--- src/verilog/dcache_pkg.sv ---
////////////////////////////////////////////////////////////
// cache geometry and shared enums for the data cache
// imported by every cache module and by the testbench
////////////////////////////////////////////////////////////
package dcache_pkg;

    //////////////////////////////////////////////////////////
    // geometry
    //////////////////////////////////////////////////////////

    // address split is tag | index | word | byte
    localparam int index_w  = 4;
    localparam int offset_w = 2;
    localparam int tag_w    = 32 - index_w - offset_w - 2;
    localparam int num_sets = 16;
    localparam int line_w   = 128;

    //////////////////////////////////////////////////////////
    // enums
    //////////////////////////////////////////////////////////

    // request opcode from the pipeline
    typedef enum logic [1:0] {
        op_load,
        op_store,
        op_inval
    } req_op_e;

    // main controller states
    typedef enum logic [2:0] {
        st_idle,
        st_lookup,
        st_miss_rd,
        st_miss_rd_wait,
        st_miss_wr,
        st_hit_wr,
        st_inval
    } fsm_state_e;

endpackage
--- src/verilog/dcache_lru.sv ---
////////////////////////////////////////////////////////////
// one replacement bit per set, naming the way to evict
////////////////////////////////////////////////////////////
module dcache_lru (
    input  logic       clk,
    input  logic       rstn,
    input  logic [3:0] index,
    input  logic       use0,
    input  logic       use1,
    output logic       victim
);
    import dcache_pkg::*;

    logic [num_sets-1:0] lru_q;

    assign victim = lru_q[index];

    // the way not touched last is the next victim
    always_ff @(posedge clk or negedge rstn) begin
        if (!rstn) begin
            lru_q <= '0;
        end else if (use0) begin
            lru_q[index] <= 1'b1;
        end else if (use1) begin
            lru_q[index] <= 1'b0;
        end
    end

endmodule

--- config.mk ---
export PLATFORM = sky130hd
export DESIGN_NAME = dcache_lru
export DESIGN_NICKNAME = d
export VERILOG_FILES = /design/src/verilog/dcache_pkg.sv /design/src/verilog/dcache_lru.sv
export SDC_FILE = /design/constraint.sdc
export NUM_CORES = 1
export LEC_CHECK = 0
export BUFFER_PORTS_ARGS = -buffer_cell sky130_fd_sc_hd__buf_2
export CAP_MARGIN = 10
export CORE_AREA = 2 2 44 46
export CTS_BUF_LIST = sky130_fd_sc_hd__clkbuf_4
export CTS_CLUSTER_DIAMETER = 150
export DETAILED_ROUTE_END_ITERATION = 8
export DIE_AREA = 0 0 46 48
export PLACE_DENSITY = 0.83
export SYNTH_ARGS = -nofsm -noshare
export SYNTH_HDL_FRONTEND = slang
export SYNTH_SLANG_ARGS = --single-unit
--- constraint.sdc ---
create_clock -name clk -period 2.25 [get_ports clk]
set_input_delay 0.675 -clock clk [delete_from_list [all_inputs] [get_ports clk]]
set_output_delay 0.675 -clock clk [all_outputs]
set_load 0.005 [all_outputs]
==> flow_summary_export.csv <==
group,metric,value,unit
hold_path,hold_path.class,"primary input to asynchronous set/reset pin",
worst_setup_path,crit_slowest_cell,"mux4_2",
die,core,1690,sq um
logic_synthesis,synth_top_cell_area_share,45.1,%
layout,antenna_cells,0,
clock_tree,cts_htree_levels,1,
global_routing,grt_use_total,18.2,%
logic_synthesis,avgSynthCellArea,12.2,sq um
sta,drv_slew,0,
logic_synthesis,synth_top_area_cell,"dfrtp_1",
logic_synthesis,async_flop_share,100,%
logic_synthesis,synthTopCellsByArea,"dfrtp_1, mux2_2, mux4_1",
clock_tree,clock_path_buffers,2,
drt,routed_wl,1590,microns
logic_synthesis,postSynthCellCount,73,
sta,skew,0,ns
drt,routedWlPerCell,16.0,microns
run,cap_violations,0,
worst_setup_path,end_kind,"primary output",
layout,postLayoutCoreUtil,58.0,%
sta,period_share,103,%
global_routing,grt_overflow_total,0,
drt,num_vias,613,
worst_setup_path,reg2reg_depth,1,
logic_synthesis,synth_top_cells_by_count,"dfrtp_1, mux2_2, nor3_1, nand3_1",
placed_design,port_buffers,8,
clock_tree,insertion_delay,0.28,ns
logic_synthesis,synth_edf_count,0,
logic_synthesis,synth_nets,81,
layout,drive_gt1_share,42.7,%
drt,drtPass1Iterations,4,
layout,fin_nets,91,
global_routing,grt_pass1_vias,621,
worst_setup_path,arrival,1.65,ns
sta,max_freq,430,MHz
sta,max_slew_margin,67.7,%
global_routing,antenna_found_initial,0,
logic_synthesis,ys_seq_area_share,45.1,%
worst_setup_path,crit_start,"index[0]",
worst_setup_path,cp-start-kind,"primary input",
clock_tree,clock-root-buffer,"clkbuf_4",
sta,fin_ws,-0.0739,ns
clock_tree,path_clk_slew,0.09,ns
worst_setup_path,cpLargestDelayFamily,"multiplexers",
logic_synthesis,yosysUniqueCellTypes,21,
drt,antenna_left,0,
logic_synthesis,synth-seq-cells,16,
sta,period_needed,2.32,ns
worst_setup_path,cp.required,1.57,ns
die,rows,15,
sta,hold_violations,0,
clock_tree,cts.sinks,16,
worst_setup_path,critical-path-max-stage-delay,0.51,ns
sta,worst_pin_slew,0.480,ns
clock_tree,cts-hold-fix-buffers,0,
layout,syn_to_final_growth,10.4,%
drt,viasPerCell,6.19,
global_routing,grt_pass1_wl,2700,microns
worst_setup_path,crit_chain,"buf_12, mux4_2, a22oi_2, nand3_1, buf_2",
logic_synthesis,synth_flop_cell,"dfrtp_1",
sta,setup_viol,1,
pwr,peakVddDrop,0.348,mV
clock_tree,cts_tree,"done",
die,start_util,52.5,%
logic_synthesis,synth_area,887,sq um
die,die_w,46,microns
run_status,violations,"negative setup slack",
global_routing,grt_max_degree,21,
clock_tree,cts-buffers-inserted,3,
worst_setup_path,crit_type,"primary input to primary output",
worst_setup_path,r2r_slack,1.49,ns
placed_design,hpwl,1180,microns
logic_synthesis,ys_warn_count,0,
die,pin_count,9,
run_status,status,"finished, violations left",
die,die_area,2210,sq um
pwr,power_density,729,nW/um^2
worst_setup_path,path_buf_inv,2,
die,die_h,48,microns
placed_design,gp_congestion,0.832,
sta,rsz0062_at_grt,"yes",
drt,first_iter_violations,5,
placed_design,preCtsSetupSlack,-0.241,ns
worst_setup_path,worstPathMaxFanout,7,
drt,drt_drc_violations_left,0,
pwr,leakagePower,0.406,nW
-- metal layers --
layer / part of all wire (%) / vias up / track usage (%) / wire length (microns)
li1: - / 291 / - / -
met1: 43 / 297 / 20.2 / 688
met2: 50 / 20 / 31.7 / 798
met4: 2.3 / 0 / 10.3 / 36
met5: 0 / - / 0 / 0
met3: 4.1 / 5 / 4.53 / 65
-- placed cells by master, fill, tap and decap left out, types with 2 or more instances in the layout --
master / count
mux2_2: 16
dfrtp_1: 16
nor3_1: 7
buf_2: 7
nand3_1: 5
nor2_1: 4
buf_4: 4
clkbuf_4: 3
mux4_1: 2
nor2b_1: 2
nand2_1: 2
mux4_2: 2
nand2b_1: 2
nor4_1: 2
-- power by group --
part / total, W / switching (W) / internal, W
clock: 0.000152 / 0.0000877 / 0.0000645
combinational: 0.000171 / 0.0000644 / 0.000107
sequential: 0.000390 / 0.0000344 / 0.000356
-- cells by family (layout without fill, tap and decap cells) --
group | count (synthesis) | after routing | share of synthesized area, %
AND/OR/NAND/NOR | 25 | 25 | 14.2
multiplexers | 20 | 20 | 31.3
flip-flops | 16 | 16 | 45.1
buffers and inverters | 7 | 16 | 4.51
AO/OA/AOI/OAI | 5 | 5 | 4.80
-- worst max path at each step --
stage	endpoint	slack, ns	depth (start not counted)
2_1_floorplan	victim	0.04	4
3_3_place_gp	victim	-0.20	5
3_5_place_dp	victim	-0.24	5
4_1_cts	victim	-0.11	5
5_1_grt	victim	-0.11	5
6_report	victim	-0.07	5
-- cell type report --
cell class / count / area (sq um)
Tap cell: 17 / 21.3
Multi-Input combinational cell: 50 / 447
Clock inverter: 1 / 3.75
Sequential cell: 16 / 400
Fill cell: 142 / 709
Clock buffer: 3 / 22.5
Timing Repair Buffer: 12 / 85.1
-- per-stage QoR --
stage | total power [W] | setup TNS (ns) | hold slack, ns | cell area [sq um] | cells
after detailed placement | 0.000565 | -0.241 | 0.490 | 923 | 93
after CTS | 0.000725 | -0.109 | 0.288 | 980 | 99
after global placement | 0.000555 | -0.198 | 0.481 | 923 | 93
final | 0.000714 | -0.0739 | 0.278 | 980 | 99
after global routing | 0.000758 | -0.112 | 0.288 | 980 | 99
after floorplan | 0.000518 | 0 | 0.379 | 887 | 73
-- repair_timing --
item / in CTS / in global routing
setup buffers: 2 / 0
resized for setup: 4 / 0
gates cloned: 0 / 0
pin swaps: 2 / 1
endpoints found under the setup margin: 1 / 1
(Power assumes the default switching activity.)
