--- config.mk ---
export PLATFORM = sky130hd
export DESIGN_NAME = dcache_req_buf
export DESIGN_NICKNAME = d
export VERILOG_FILES = /design/src/verilog/dcache_pkg.sv /design/src/verilog/dcache_req_buf.sv
export SDC_FILE = /design/constraint.sdc
export NUM_CORES = 1
export LEC_CHECK = 0
export BUFFER_PORTS_ARGS = -buffer_cell sky130_fd_sc_hd__buf_4
export CORE_ASPECT_RATIO = 0.8
export CORE_MARGIN = 2
export CORE_UTILIZATION = 39
export CTS_CLUSTER_DIAMETER = 150
export DETAILED_ROUTE_END_ITERATION = 7
export HOLD_SLACK_MARGIN = 0.1
export MAX_ROUTING_LAYER = met4
export PLACE_DENSITY = 0.86
export SYNTH_ARGS = -nofsm -noshare
export SYNTH_HDL_FRONTEND = slang
export SYNTH_SLANG_ARGS = --single-unit
--- constraint.sdc ---
create_clock -name clk -period 0.85 [get_ports clk]
set_clock_uncertainty 0.15 [all_clocks]
set_input_delay 0.1275 -clock clk [delete_from_list [all_inputs] [get_ports clk]]
set_output_delay 0.1275 -clock clk [all_outputs]
set_load 0.03 [all_outputs]
--- src/verilog/dcache_pkg.sv ---
////////////////////////////////////////////////////////////
// cache geometry and shared enums for the data cache
// imported by every cache module and by the testbench
////////////////////////////////////////////////////////////
package dcache_pkg;

    //////////////////////////////////////////////////////////
    // geometry
    //////////////////////////////////////////////////////////

    // address split is tag | index | word | byte
    localparam int index_w  = 4;
    localparam int offset_w = 2;
    localparam int tag_w    = 32 - index_w - offset_w - 2;
    localparam int num_sets = 16;
    localparam int line_w   = 128;

    //////////////////////////////////////////////////////////
    // enums
    //////////////////////////////////////////////////////////

    // request opcode from the pipeline
    typedef enum logic [1:0] {
        op_load,
        op_store,
        op_inval
    } req_op_e;

    // main controller states
    typedef enum logic [2:0] {
        st_idle,
        st_lookup,
        st_miss_rd,
        st_miss_rd_wait,
        st_miss_wr,
        st_hit_wr,
        st_inval
    } fsm_state_e;

endpackage
--- src/verilog/dcache_req_buf.sv ---
////////////////////////////////////////////////////////////
// request buffer, loaded on acceptance and held until the next
////////////////////////////////////////////////////////////
module dcache_req_buf (
    input  logic               clk,
    input  logic               rstn,
    input  logic               buf_we,
    input  dcache_pkg::req_op_e req_op,
    input  logic [31:0]        req_addr,
    input  logic [3:0]         req_wstrb,
    input  logic [31:0]        req_wdata,
    output dcache_pkg::req_op_e buf_op,
    output logic [31:0]        buf_addr,
    output logic [3:0]         buf_wstrb,
    output logic [31:0]        buf_wdata
);
    import dcache_pkg::*;

    // opcode and address of the accepted request
    always_ff @(posedge clk or negedge rstn) begin
        if (!rstn) begin
            buf_op   <= op_load;
            buf_addr <= '0;
        end else if (buf_we) begin
            buf_op   <= req_op;
            buf_addr <= req_addr;
        end
    end

    // store payload
    always_ff @(posedge clk) begin
        if (buf_we) begin
            buf_wstrb <= req_wstrb;
            buf_wdata <= req_wdata;
        end
    end

endmodule

==> results_dict.tcl <==
set metrics [dict create \
    whs_ns -0.1311 \
    ant_nets 0 \
    worst_slew_pin_slew_ns 0.3059 \
    vias 1731 \
    setup_viol 121 \
    ys_seq_elements 70 \
    hpwl_um 3853 \
    cts_tree "done" \
    path_cells "buf_6" \
    status "finished with violations" \
    synth_area_leader_cell "edfxtp_1" \
    rsz0062_at_grt "yes" \
    crit_arrival_ns 0.90 \
    period_minus_slack_ns 1.182 \
    clock.fmax_mhz 846.2 \
    die_area_um2 7067 \
    cpMaxStageDelayCell "edfxtp_1" \
    synth_area_leaders "edfxtp_1 (43%), dfrtp_1 (34%), mux2_4 (18%)" \
    min_path_type "input pin to flip-flop" \
    syn_inst 108 \
    grtUsageTotal_pct 18.55 \
    cts_hold_buf 37 \
    min_delay_path_depth 2 \
    drtPass1Iterations 4 \
    crit_path_max_fanout 1 \
    grt_max_degree 35 \
    n_antenna_cell 0 \
    power_mw 8.550 \
    nets 377 \
    ir_worst_vdd_uv 1211 \
    final_cell_mix "buf_6 (75), buf_4 (74), edfxtp_1 (36)" \
    r2r-start "buf_addr[29]$_DFFE_PN0P_" \
    synth_top_area_share_pct 43.26 \
    die_x_um 93.49 \
    final_util_pct 73.14 \
    ctsHtreeMaxLevel 3 \
    r2r_cells 2 \
    p_leak_nw 2.102 \
    io_pins 143 \
    clk_path_buf_depth 2 \
    path_class "flip-flop to output pin" \
    fin_cells 393 \
    fin_crit_sh_pct 139.0 \
    path_buf_inv 1 \
    syn_area_um2 2499 \
    worst-r2r-setup-slack_ns -0.22 \
    critPathLaunchType "flip-flop" \
    hold_end "buf_op[0]$_DFFE_PN0P_" \
    min_from "req_op[0]" \
    yosysWarnings 0 \
    gr-total-overflow 0 \
    max_cap_viol_count 0 \
    hold_viol 34 \
    placed_cell_area_um2 3724 \
    gp_congestion 0.6309 \
    clk_pin_slew_ns 0.07 \
    relSlewSlack_pct 79.61 \
    start_util_pct 39.80 \
    wl_per_cell_um 15.95 \
    wl_um 6269 \
    r2r_end "buf_addr[29]$_DFFE_PN0P_" \
    path_delay_family "flip-flops" \
    row_count 26 \
    cpPeakStageDelay_ns 0.41 \
    cts_root_buffer "clkbuf_8" \
    clock-sinks 70 \
    drc 0 \
    io_buffers 142 \
    first_global_vias 1762 \
    slew_violations 0 \
    fin_area_um2 4592 \
    core-area_um2 6279 \
    via_per_inst 4.405 \
    cts_buffers 9 \
    final_common_cell "buf_6" \
    p_per_area_nw_per_um2 1862 \
    dp.cells 336 \
    syn_area_per_cell_um2 23.14 \
    drive_above_1_share_pct 76.05 \
    drtIter0Drc 37 \
    antenna_found_initial 0 \
    clock_latency_ns 0.33 \
    seq_area_frac_synth_pct 77.32 \
    grt_first_pass_wirelength_um 9183 \
    cp.required_ns 0.57 \
    violations "hold timing, setup timing" \
    area_growth_syn_to_layout_pct 83.78 \
    synth_cell_types 6 \
    endpoint_kind "output pin" \
    setup_slack_ns -0.3317 \
    dieHeight_um 75.59 \
    syn_nets 181 \
]
[metal layers]
metal / vias up / wire (µm) / GRT usage [%]
met3: 4 / 601 / 7.913
met4: 0 / 25 / 4.902
met2: 109 / 2925 / 28.30
li1: 789 / - / -
met5: - / 0 / -
met1: 829 / 2716 / 23.10
[final cells by class]
cell class | count | area [µm²]
Sequential cell | 70 | 1974
Timing Repair Buffer | 189 | 1846
Fill cell | 367 | 1687
Multi-Input combinational cell | 34 | 499.2
Clock buffer | 10 | 127.6
Tap cell | 84 | 105.1
Clock inverter | 6 | 40.04
[Yosys cell counts]
master and count:
buf_12 3, mux2_2 4, mux2_4 30, edfxtp_1 36
dfrtp_1 34, buf_6 1
[how the worst max path moves through the flow]
stage / start / to / slack (ns) / cells after the start
floorplan: buf_addr[10]$_DFFE_PN0P_ / buf_addr[10]$_DFFE_PN0P_ / -0.15 / 1
global placement: buf_we / buf_addr[1]$_DFFE_PN0P_ / -0.23 / 3
detailed placement: buf_we / buf_addr[0]$_DFFE_PN0P_ / -0.25 / 3
CTS: buf_wdata[20]$_DFFE_PP_ / buf_wdata[20] / -0.36 / 1
global route: buf_wdata[19]$_DFFE_PP_ / buf_wdata[19] / -0.38 / 1
finish: buf_wdata[19]$_DFFE_PP_ / buf_wdata[19] / -0.33 / 1
[stage by stage]
stage | setup slack, ns | hold slack (ns) | setup TNS, ns
floorplan | -0.1540 | -0.3181 | -5.201
global placement | -0.2268 | -0.05707 | -12.36
detailed placement | -0.2494 | -0.04845 | -13.22
CTS | -0.3565 | -0.1559 | -26.34
global route | -0.3840 | -0.1559 | -28.93
finish | -0.3317 | -0.1311 | -25.22
[timing repair]
action | CTS | global route
resized for setup | 72 | 11
buffers inserted | 2 | 3
setup endpoints to repair | 104 | 121
endpoints found under the hold margin | 104 | 40
[logic make-up (layout without fill, tap and decap cells)]
| logic type | after synthesis | after routing | share of synthesized area, % |
|---|---|---|---|
| buffers and inverters | 4 | 205 | 2.854 |
| muxes | 34 | 34 | 19.83 |
| DFF | 70 | 70 | 77.32 |
[sequential cells by signal (all words and copies together), names as in the netlist]
name / cells
buf_op: 2
buf_addr: 32
buf_wstrb: 4
buf_wdata: 32
[report_power, final]
part	total, mW	internal [mW]	switching (mW)
sequential	4.13	3.92	0.204
clock	2.27	1.05	1.22
combinational	2.15	1.17	0.983
Power figures use the tool's default switching activity.
