==> src/verilog/dcache_pkg.sv <==
////////////////////////////////////////////////////////////
// cache geometry and shared enums for the data cache
// imported by every cache module and by the testbench
////////////////////////////////////////////////////////////
package dcache_pkg;

    //////////////////////////////////////////////////////////
    // geometry
    //////////////////////////////////////////////////////////

    // address split is tag | index | word | byte
    localparam int index_w  = 4;
    localparam int offset_w = 2;
    localparam int tag_w    = 32 - index_w - offset_w - 2;
    localparam int num_sets = 16;
    localparam int line_w   = 128;

    //////////////////////////////////////////////////////////
    // enums
    //////////////////////////////////////////////////////////

    // request opcode from the pipeline
    typedef enum logic [1:0] {
        op_load,
        op_store,
        op_inval
    } req_op_e;

    // main controller states
    typedef enum logic [2:0] {
        st_idle,
        st_lookup,
        st_miss_rd,
        st_miss_rd_wait,
        st_miss_wr,
        st_hit_wr,
        st_inval
    } fsm_state_e;

endpackage
==> src/verilog/dcache_fsm.sv <==
////////////////////////////////////////////////////////////
// cache controller, sequences lookup, refill, write-through
// and invalidate, and drives both handshakes
////////////////////////////////////////////////////////////
module dcache_fsm (
    input  logic               clk,
    input  logic               rstn,
    input  logic               req_valid,
    input  dcache_pkg::req_op_e req_op,
    input  dcache_pkg::req_op_e buf_op,
    input  logic [1:0]         hit,
    input  logic               victim,
    input  logic               mem_addr_ok,
    input  logic               mem_data_ok,
    output logic               req_ready,
    output logic               rdata_valid,
    output logic               buf_we,
    output logic [1:0]         way_we,
    output logic               refill,
    output logic               inval_set,
    output logic               sel_way,
    output logic               sel_return,
    output logic               use0,
    output logic               use1,
    output logic               mem_req,
    output logic               mem_wr
);
    import dcache_pkg::*;

    fsm_state_e state;
    fsm_state_e next_state;
    fsm_state_e take_next;

    // where the FSM goes when it can take a new request
    assign take_next = !req_valid         ? st_idle :
                       (req_op == op_inval) ? st_inval : st_lookup;

    always_ff @(posedge clk or negedge rstn) begin
        if (!rstn) begin
            state <= st_idle;
        end else begin
            state <= next_state;
        end
    end

    //////////////////////////////////////////////////////////
    // next state
    //////////////////////////////////////////////////////////

    always_comb begin
        case (state)
            st_idle: next_state = take_next;
            st_lookup: begin
                if (hit == 2'b00) begin
                    next_state = (buf_op == op_store) ? st_miss_wr : st_miss_rd;
                end else if (buf_op == op_store) begin
                    next_state = st_hit_wr;
                end else begin
                    // load hit keeps the pipe flowing
                    next_state = take_next;
                end
            end
            st_miss_rd:      next_state = mem_addr_ok ? st_miss_rd_wait : st_miss_rd;
            st_miss_rd_wait: next_state = mem_data_ok ? take_next : st_miss_rd_wait;
            st_miss_wr:      next_state = mem_addr_ok ? take_next : st_miss_wr;
            st_hit_wr:       next_state = mem_addr_ok ? take_next : st_hit_wr;
            st_inval:        next_state = st_idle;
            default:         next_state = st_idle;
        endcase
    end

    //////////////////////////////////////////////////////////
    // outputs
    //////////////////////////////////////////////////////////

    always_comb begin
        req_ready   = 1'b0;
        rdata_valid = 1'b0;
        way_we      = 2'b00;
        refill      = 1'b0;
        inval_set   = 1'b0;
        sel_way     = hit[1];
        sel_return  = 1'b0;
        use0        = 1'b0;
        use1        = 1'b0;
        mem_req     = 1'b0;
        mem_wr      = 1'b0;
        case (state)
            st_idle: req_ready = 1'b1;
            st_lookup: begin
                if (next_state == st_hit_wr) begin
                    // byte merge into the hit way now, memory write follows
                    way_we = hit;
                    use0   = hit[0];
                    use1   = hit[1];
                end else if (hit != 2'b00) begin
                    req_ready   = 1'b1;
                    rdata_valid = 1'b1;
                    use0        = hit[0];
                    use1        = hit[1];
                end
            end
            st_miss_rd: mem_req = 1'b1;
            st_miss_rd_wait: begin
                if (next_state != st_miss_rd_wait) begin
                    req_ready   = 1'b1;
                    rdata_valid = 1'b1;
                    sel_return  = 1'b1;
                    refill      = 1'b1;
                    way_we      = victim ? 2'b10 : 2'b01;
                    use0        = !victim;
                    use1        = victim;
                end
            end
            st_miss_wr, st_hit_wr: begin
                mem_req   = 1'b1;
                mem_wr    = 1'b1;
                req_ready = (next_state != state);
            end
            st_inval: inval_set = 1'b1;
            default: ;
        endcase
    end

    assign buf_we = req_ready && req_valid;

    // memory request is held with its direction until accepted
    a_mem_req_hold: assert property (@(posedge clk) disable iff (!rstn)
        mem_req && !mem_addr_ok |=> mem_req && $stable(mem_wr));

    // load data only ever answers a buffered load
    a_rdata_not_store: assert property (@(posedge clk) disable iff (!rstn)
        rdata_valid |-> buf_op != op_store);

endmodule

==> config.mk <==
export PLATFORM = sky130hd
export DESIGN_NAME = dcache_fsm
export DESIGN_NICKNAME = d
export VERILOG_FILES = /design/src/verilog/dcache_pkg.sv /design/src/verilog/dcache_fsm.sv
export SDC_FILE = /design/constraint.sdc
export NUM_CORES = 1
export LEC_CHECK = 0
export ABC_CLOCK_PERIOD_IN_PS = 2100
export CORE_AREA = 2 2 39 41
export DETAILED_ROUTE_END_ITERATION = 7
export DIE_AREA = 0 0 41 43
export DONT_BUFFER_PORTS = 1
export GPL_ROUTABILITY_DRIVEN = 0
export SLEW_MARGIN = 15
export SYNTH_ARGS = -nofsm -noshare
export SYNTH_HDL_FRONTEND = slang
export SYNTH_SLANG_ARGS = --single-unit
==> constraint.sdc <==
create_clock -name clk -period 2.1 [get_ports clk]
set_clock_uncertainty 0.2 [all_clocks]
set_input_delay 0.315 -clock clk [delete_from_list [all_inputs] [get_ports clk]]
set_output_delay 0.315 -clock clk [all_outputs]
set_load 0.05 [all_outputs]
==> results.ini, run 1 <==
[placement]
place_inst=110
dpl_cell_area_um2=835
dp_hpwl_um=1310
portBuffers=0

[worst_setup_path]
critPathArrivalTime_ns=2.03
r2r_slack_ns=0.32
critical_path_required_ns=1.58
crit_path_end_kind=output pin
rr_worst_depth=6
rr_endpoint=state[0]
crit_type=reg2out
start_kind=register
r2r-start=state[1]
critical_path_peak_fanout=6

[power_and_ir_drop]
combinationalPowerShare_pct=87.2
intPower_mw=0.916
swShare_pct=49.1
seqPwrFrac_pct=7.4
power.share.clock_pct=5.5
p_per_area_mw_per_mm2=1870
ir_drop_uv=987
p_sw_mw=0.883
static-leakage-power_nw=0.431

[detailed_routing]
ant_nets=0
routedWlPerCell_um=15.5
dr.pass1.iters=4
route.detailed.drc=0
vias_per_cell=5.46
routed_wl_um=1840
via_count=650
drtIter0Drc=6

[global_routing]
grt_pass1_vias=656
grt_antenna_before_repair=0
grt_max_degree=7
grt_remaining_overflow=0
grt_pass1_wl_um=2550
grt.total_usage_pct=20.8

[floorplan]
die-height_um=43
die_w_um=41
initial_core_util_pct=32.4
row_count=14
num_io_pins=25
die-area_mm2=0.00176
coreArea_mm2=0.00138

[clock_network]
cts_root_buf=clkbuf_4
clock_latency_ns=0.23
h-tree-depth=1
tritoncts=done
clockBufferDepth=2
cts_buffers=3
clock_sinks=3
clk_pin_slew_ns=0.04

[synth]
synth.cell_area_um2=448
syn-mean-instance-area_um2=7.11
synth_edf_count=0
synth.area.top_cells=dfrtp_1 (17%), a21oi_1 (10%), inv_1 (5.9%)
synthArstFlopShare_pct=100
yosysTopAreaCell=dfrtp_1
synthDistinctLibCells=33
yosysTopAreaCellShare_pct=16.8
ys_seq_area_share_pct=16.8
synth_seq_cells=3
yosysWarnings=0
ys.flop_type=dfrtp_1
netlist_instances=63
syn-num-nets=75

[finish]
layoutNonFillerInstCount=119
diodes=0
largestRegisters=state: 3 flops
finalInstanceArea_um2=963
area.growth.synth_to_final_pct=115
final_layout_size_suffix_gt1_share_pct=68.0
nets=116
largest_reg_flops=3
regMostFlops=state

[sta]
max_slew_margin_pct=73.8
rsz0062_at_grt=yes
period_share_pct=121
period_needed_ns=2.54
setup_slack_ns=-0.444
fmax_mhz=393
finalMaxSlewViolations=0
finalHoldViolCount=0
setup_viol=5
worst_pin_slew_ns=0.393

[flow_run]
maxCapViolCount=0

[worst_hold_path]
worstHoldPathType=in2async

[run_status]
failed_checks=negative setup slack
outcome=finished, violations left

==> kinds of logic (layout without fill, tap and decap cells) <==
kind of cell    count (synthesis)  after routing  synth area share (%)
simple gates                   27             27                  34.1
compound gates                 22             22                  35.8
buf+inv                        11             51                  13.4
flops                           3              3                  16.8
==> metrics by stage <==
step | hold slack (ns) | power [mW] | utilization [%] | worst slack [ns] | TNS (ns)
2_1_floorplan | -0.181 | 0.899 | - | -0.194 | -0.930
3_3_place_gp | -0.181 | 1.45 | 60.3 | -0.161 | -0.577
3_5_place_dp | -0.181 | 1.47 | 60.3 | -0.212 | -0.833
4_1_cts | 0.141 | 1.71 | 67.4 | -0.398 | -1.75
5_1_grt | 0.150 | 1.89 | 69.6 | -0.488 | -2.13
6_report | 0.149 | 1.80 | 69.6 | -0.444 | -1.84
==> cell usage after synthesis (2+ instances only) <==
cell,count
inv_1,7
nand2_1,4
nor2_1,7
buf_4,3
nand2b_1,3
a211oi_1,2
dfrtp_1,3
a21oi_1,9
==> worst max-delay path, stage by stage (launching register included) <==
cell and delay (ns):
dfrtp_2 0.44, buf_4 0.16, o41ai_2 0.39, a221o_2 0.25, nor2_4 0.06, a211oi_4 0.31
buf_12 0.18
==> area by class of cell <==
cell class	instances	area, um^2
clock buffer	4	26.3
tap	16	20.0
multi-input combinational	49	425
timing repair buffer	40	384
inverter	7	30.0
sequential	3	77.6
fill	103	420
==> power groups by stage <==
stage	clock, mW	combinational, mW	sequential (mW)
2_1_floorplan	0	0.778	0.121
3_3_place_gp	0	1.32	0.129
3_5_place_dp	0	1.34	0.130
4_1_cts	0.103	1.48	0.127
5_1_grt	0.108	1.64	0.135
6_report	0.0980	1.57	0.132
==> per-layer routing <==
layer | track usage, % | vias to the layer above | share of wire, %
li1 | - | 307 | -
met1 | 24.4 | 318 | 41
met2 | 34.7 | 21 | 51
met3 | 4.71 | 4 | 6.1
met4 | 7.33 | 0 | 1.7
met5 | 0 | - | 0
==> placed cells by master (no fill, tap or decap), types with 2 or more instances in the layout <==
master,count
a21oi_2,4
nand2_1,4
dfrtp_2,2
nor2_1,5
nand2b_1,2
buf_4,29
buf_6,5
clkbuf_4,3
buf_12,5
a21oi_1,5
nor2_2,2
nor2_4,2
inv_1,6
==> worst max path at each step <==
stage          slack, ns      from  depth (start not counted)        end
6_report           -0.44  state[1]                          6     buf_we
5_1_grt            -0.49  state[1]                          6     buf_we
4_1_cts            -0.40  state[1]                          7  way_we[1]
3_5_place_dp       -0.21  state[1]                          6  way_we[1]
3_3_place_gp       -0.16  state[1]                          6  way_we[1]
2_1_floorplan      -0.19  state[2]                          6     buf_we
==> timing repair <==
action                     in CTS  in global routing
hold endpoints to repair        3                  0
pin swaps                       7                  1
setup endpoints to repair       7                  6
buffers inserted                4                  1
hold buffers                    1                  0
gates resized for setup         9                  8
(Power assumes the default switching activity.)
==> run 2: changes to the inputs <==
Settings changed: CTS_BUF_LIST from default to sky130_fd_sc_hd__clkbuf_2.
==> run 2 against run 1 <==
Effect of this change:
- the run still ends with negative setup slack left
- non-clock buffer count did not move
- first-iteration DRC count down 17%
- global-route usage grew 2.2 points
- sequential power barely moved
- final cell count unchanged
- largest cell class unchanged
==> results.ini, run 2 (synthesis results as in run 1) <==
[clock_network]
cts_buffers=3
clk_pin_slew_ns=0.05
h-tree-depth=1
tritoncts=done
clock_latency_ns=0.23
clock_sinks=3
clockBufferDepth=2
cts_root_buf=clkbuf_2

[detailed_routing]
ant_nets=0
routed_wl_um=1830
via_count=669
drtIter0Drc=5
route.detailed.drc=0
routedWlPerCell_um=15.3
dr.pass1.iters=4
vias_per_cell=5.62

[worst_setup_path]
cp_cell_sequence=buf_4, o41ai_2, a221o_2, nor2_4, a32o_2, buf_12
critical_path_peak_fanout=6
r2r_slack_ns=0.38
critPathArrivalTime_ns=1.98
crit_path_top_delay_cell=dfrtp_2
rr_endpoint=state[0]
start_kind=register
critical_path_required_ns=1.58
crit_type=reg2out
path_buf_inv=2
rr_worst_depth=5
slowest_delay_ns=0.44
crit_path_end_kind=output pin
critical-path-top-delay-family=compound AO/OA/AOI/OAI gates
r2r-start=state[1]

[power_and_ir_drop]
intPower_mw=0.894
static-leakage-power_nw=0.434
swShare_pct=49.8
power_mw=1.78
seqPwrFrac_pct=7.2
p_per_area_mw_per_mm2=1850
combinationalPowerShare_pct=87.9
power.share.clock_pct=4.8
ir_drop_uv=827
p_sw_mw=0.886

[finish]
regMostFlops=state
largest_reg_flops=3
layout_commonest_cell=buf_4
layoutNonFillerInstCount=119
area.growth.synth_to_final_pct=115
fin_util_pct=69.7
fillers=102
largestRegisters=state: 3 flops
final_layout_size_suffix_gt1_share_pct=68.9
nets=116
diodes=0
final_cell_mix=buf_4 (29), inv_1 (6)

[placement]
place_inst=110
dp_hpwl_um=1310
portBuffers=0

[sta]
finalHoldViolCount=0
fmax_mhz=400
finalMaxSlewViolations=0
setup_viol=5
worst_pin_slew_ns=0.394
period_share_pct=119
rsz0062_at_grt=yes
max_slew_margin_pct=73.8
finalSetupTns_ns=-1.77
period_needed_ns=2.50
setup_slack_ns=-0.399

[floorplan]
die-height_um=43
num_io_pins=25
die-area_mm2=0.00176
row_count=14
initial_core_util_pct=32.4
coreArea_mm2=0.00138
die_w_um=41

[global_routing]
grt.total_usage_pct=23.0
grt_busiest_layer=met2
grt_pass1_wl_um=2670
grt_max_degree=7
grt_remaining_overflow=0
grt_antenna_before_repair=0
grt_pass1_vias=648
grt_util_met2_pct=35.3
gr-usage-met3_pct=6.28
gr-usage-met1_pct=26.4

[flow_run]
maxCapViolCount=0

[worst_hold_path]
worstHoldPathType=in2async

[run_status]
outcome=finished, violations left
failed_checks=negative setup slack

run 2: changes by cell type in the layout (fill, tap and decap cells not counted):
cell	delta
o21ai_2	-1
clkbuf_1	-1
clkbuf_2	+4
o21ai_4	+1
clkbuf_4	-3
run 2: worst register-to-register path, stage by stage, from the launching register on:
cell	delay [ns]
dfrtp_2	0.44
buf_6	0.14
or2b_4	0.27
buf_4	0.15
o221ai_4	0.28
buf_4	0.16
run 2: timing repair:
item                                    CTS  global route
buffers inserted                          4             0
gates resized for setup                  10             8
pin swaps                                 7             0
hold buffers                              1             0
endpoints found under the hold margin     3             0
endpoints found under the setup margin    7             6
run 2: cell type report:
| class | count | area, um^2 | share of cell area, % |
|---|---|---|---|
| sequential | 3 | 77.6 | 8.04 |
| tap | 16 | 20.0 | 2.08 |
| multi-input combinational | 49 | 433 | 44.9 |
| inverter | 7 | 30.0 | 3.11 |
| timing repair buffer | 40 | 384 | 39.8 |
| clock buffer | 4 | 20.0 | 2.08 |
run 2: worst max path at each step:
| stage | start | to | slack (ns) | cells past startpoint |
|---|---|---|---|---|
| after floorplan | state[2] | buf_we | -0.19 | 6 |
| after global placement | state[1] | way_we[1] | -0.16 | 6 |
| after detailed placement | state[1] | way_we[1] | -0.21 | 6 |
| after CTS | state[1] | way_we[1] | -0.41 | 7 |
| after global routing | state[1] | way_we[1] | -0.46 | 7 |
| final | state[1] | way_we[1] | -0.40 | 6 |
run 2: layer usage:
metal  vias up  share of wire [%]
li1        306                  -
met1       325                 41
met2        32                 48
met3         6                8.9
met4         0                1.5
met5         -                  0
run 2: metrics by stage:
| stage | setup WS, ns | hold slack (ns) | cell area [um^2] |
|---|---|---|---|
| 2_1_floorplan | -0.194 | -0.181 | 527 |
| 3_3_place_gp | -0.161 | -0.181 | 835 |
| 3_5_place_dp | -0.212 | -0.181 | 835 |
| 4_1_cts | -0.408 | 0.132 | 930 |
| 5_1_grt | -0.460 | 0.146 | 965 |
| 6_report | -0.399 | 0.151 | 965 |
run 2: power groups by stage:
| stage | Sequential [mW] | Combinational (mW) | Clock, mW |
|---|---|---|---|
| 3_3_place_gp | 0.129 | 1.32 | 0 |
| 3_5_place_dp | 0.130 | 1.34 | 0 |
| 6_report | 0.129 | 1.57 | 0.0861 |
| 5_1_grt | 0.134 | 1.64 | 0.0945 |
| 4_1_cts | 0.126 | 1.48 | 0.0913 |
| 2_1_floorplan | 0.121 | 0.778 | 0 |
==> run 3: changes to the inputs <==
Settings changed: CELL_PAD_IN_SITES_DETAIL_PLACEMENT from default to 0, CELL_PAD_IN_SITES_GLOBAL_PLACEMENT from default to 1, PLACE_DENSITY from default to 0.63.
==> run 3 against run 2 <==
Effect of this change:
- the flow still finishes with violations (negative setup slack)
- maximum frequency rose by 3.7%
- clock power fell by 9.8%
- clock-buffer cell count did not move
- non-clock buffer count fell by 2
- final area fell by 4.5%
==> results.ini, run 3 (synthesis results as in run 1) <==
[run_status]
outcome=finished, violations left
failed_checks=negative setup slack

[worst_setup_path]
rr_endpoint=state[0]
rr_worst_depth=7
r2r_slack_ns=0.34
crit_path_end_kind=output pin
critPathArrivalTime_ns=1.89
r2r-start=state[0]
critical_path_required_ns=1.58
crit_path_end=way_we[1]
critical_path.startpoint=state[1]
critical_path_peak_fanout=6
start_kind=register
crit_type=reg2out

[sta]
fmax_mhz=415
period_needed_ns=2.41
finalHoldViolCount=0
max_slew_margin_pct=72.3
finalSetupTns_ns=-1.27
setup_slack_ns=-0.309
hold_slack_ns=0.167
setup_viol=5
worst_pin_slew_ns=0.415
rsz0062_at_grt=yes
finalMaxSlewViolations=0
period_share_pct=115

[detailed_routing]
ant_nets=0
dr.pass1.iters=4
routedWlPerCell_um=11.9
vias_per_cell=4.93
route.detailed.drc=0
routed_wl_um=1390
drtIter0Drc=13
via_count=577

[placement]
dpl_cell_area_um2=797
portBuffers=0
dp_hpwl_um=1120
pre_cts_ws_ns=-0.178
place_inst=105

[finish]
nets=114
finalInstanceArea_um2=921
final_cell_mix=buf_4 (28), inv_1 (7), a21oi_1 (6)
ff_latch_area_um2=77.6
area.growth.synth_to_final_pct=106
largest_reg_flops=3
regMostFlops=state
fin_util_pct=66.5
largestRegisters=state: 3 flops
layout_commonest_cell=buf_4
multi_input_area_um2=412
final_layout_size_suffix_gt1_share_pct=64.4
fillers=126
layoutNonFillerInstCount=117
diodes=0

[clock_network]
cts_buffers=3
clockBufferDepth=2
clock_sinks=3
tritoncts=done
clock_latency_ns=0.20
cts_root_buf=clkbuf_2
h-tree-depth=1
clk_pin_slew_ns=0.04

[power_and_ir_drop]
static-leakage-power_nw=0.424
p_per_area_mw_per_mm2=1810
power_mw=1.67
ir_drop_uv=952

[floorplan]
row_count=14
die_w_um=41
die-height_um=43
die-area_mm2=0.00176
coreArea_mm2=0.00138
initial_core_util_pct=32.4
num_io_pins=25

[global_routing]
grt_pass1_wl_um=2410
grt_pass1_vias=587
grt_antenna_before_repair=0
grt_max_degree=7
grt.total_usage_pct=19.2
grt_remaining_overflow=0

[worst_hold_path]
worstHoldPathType=in2async

[flow_run]
maxCapViolCount=0

==> run 3: final cells by class <==
type | instances | share of cell area [%]
multi-input cells | 49 | 44.7
well taps | 16 | 2.17
inverters | 7 | 2.85
flip-flops and latches | 3 | 8.42
clock buffers | 4 | 2.17
repair buffers | 38 | 39.7
==> run 3: routing by layer <==
layer	part of all wire [%]	routed length (um)	GRT usage, %
met3	4.4	61	2.09
met5	0	0	0
met4	0	0	4.00
met2	53	732	31.9
met1	43	599	25.4
==> run 3: how the worst min path moves through the flow <==
stage                     to  slack, ns  cells past startpoint
finish              state[1]       0.17                      1
floorplan           state[0]      -0.18                      0
global route        state[1]       0.17                      1
CTS                 state[1]       0.16                      1
detailed placement  state[2]      -0.18                      0
global placement    state[0]      -0.18                      0
==> run 3: power breakdown <==
| part | switching, mW | internal (mW) |
|---|---|---|
| sequential | 0.0494 | 0.0883 |
| clock | 0.0275 | 0.0502 |
| combinational | 0.739 | 0.712 |
| total | 0.815 | 0.850 |
==> run 3: critical path, stage by stage (launching register included) <==
cell,delay (ns)
dfrtp_2,0.45
buf_4,0.16
o21bai_1,0.17
a211oi_2,0.26
a2111oi_4,0.08
nor2_4,0.21
a32o_2,0.23
buf_12,0.14
==> run 3: repair_timing <==
action / CTS / global route
endpoints found under the setup margin: 5 / 5
buffers inserted: 6 / 1
hold endpoints to repair: 3 / 0
gates resized for setup: 8 / 2
hold buffers: 1 / 0
pin swaps: 7 / 1
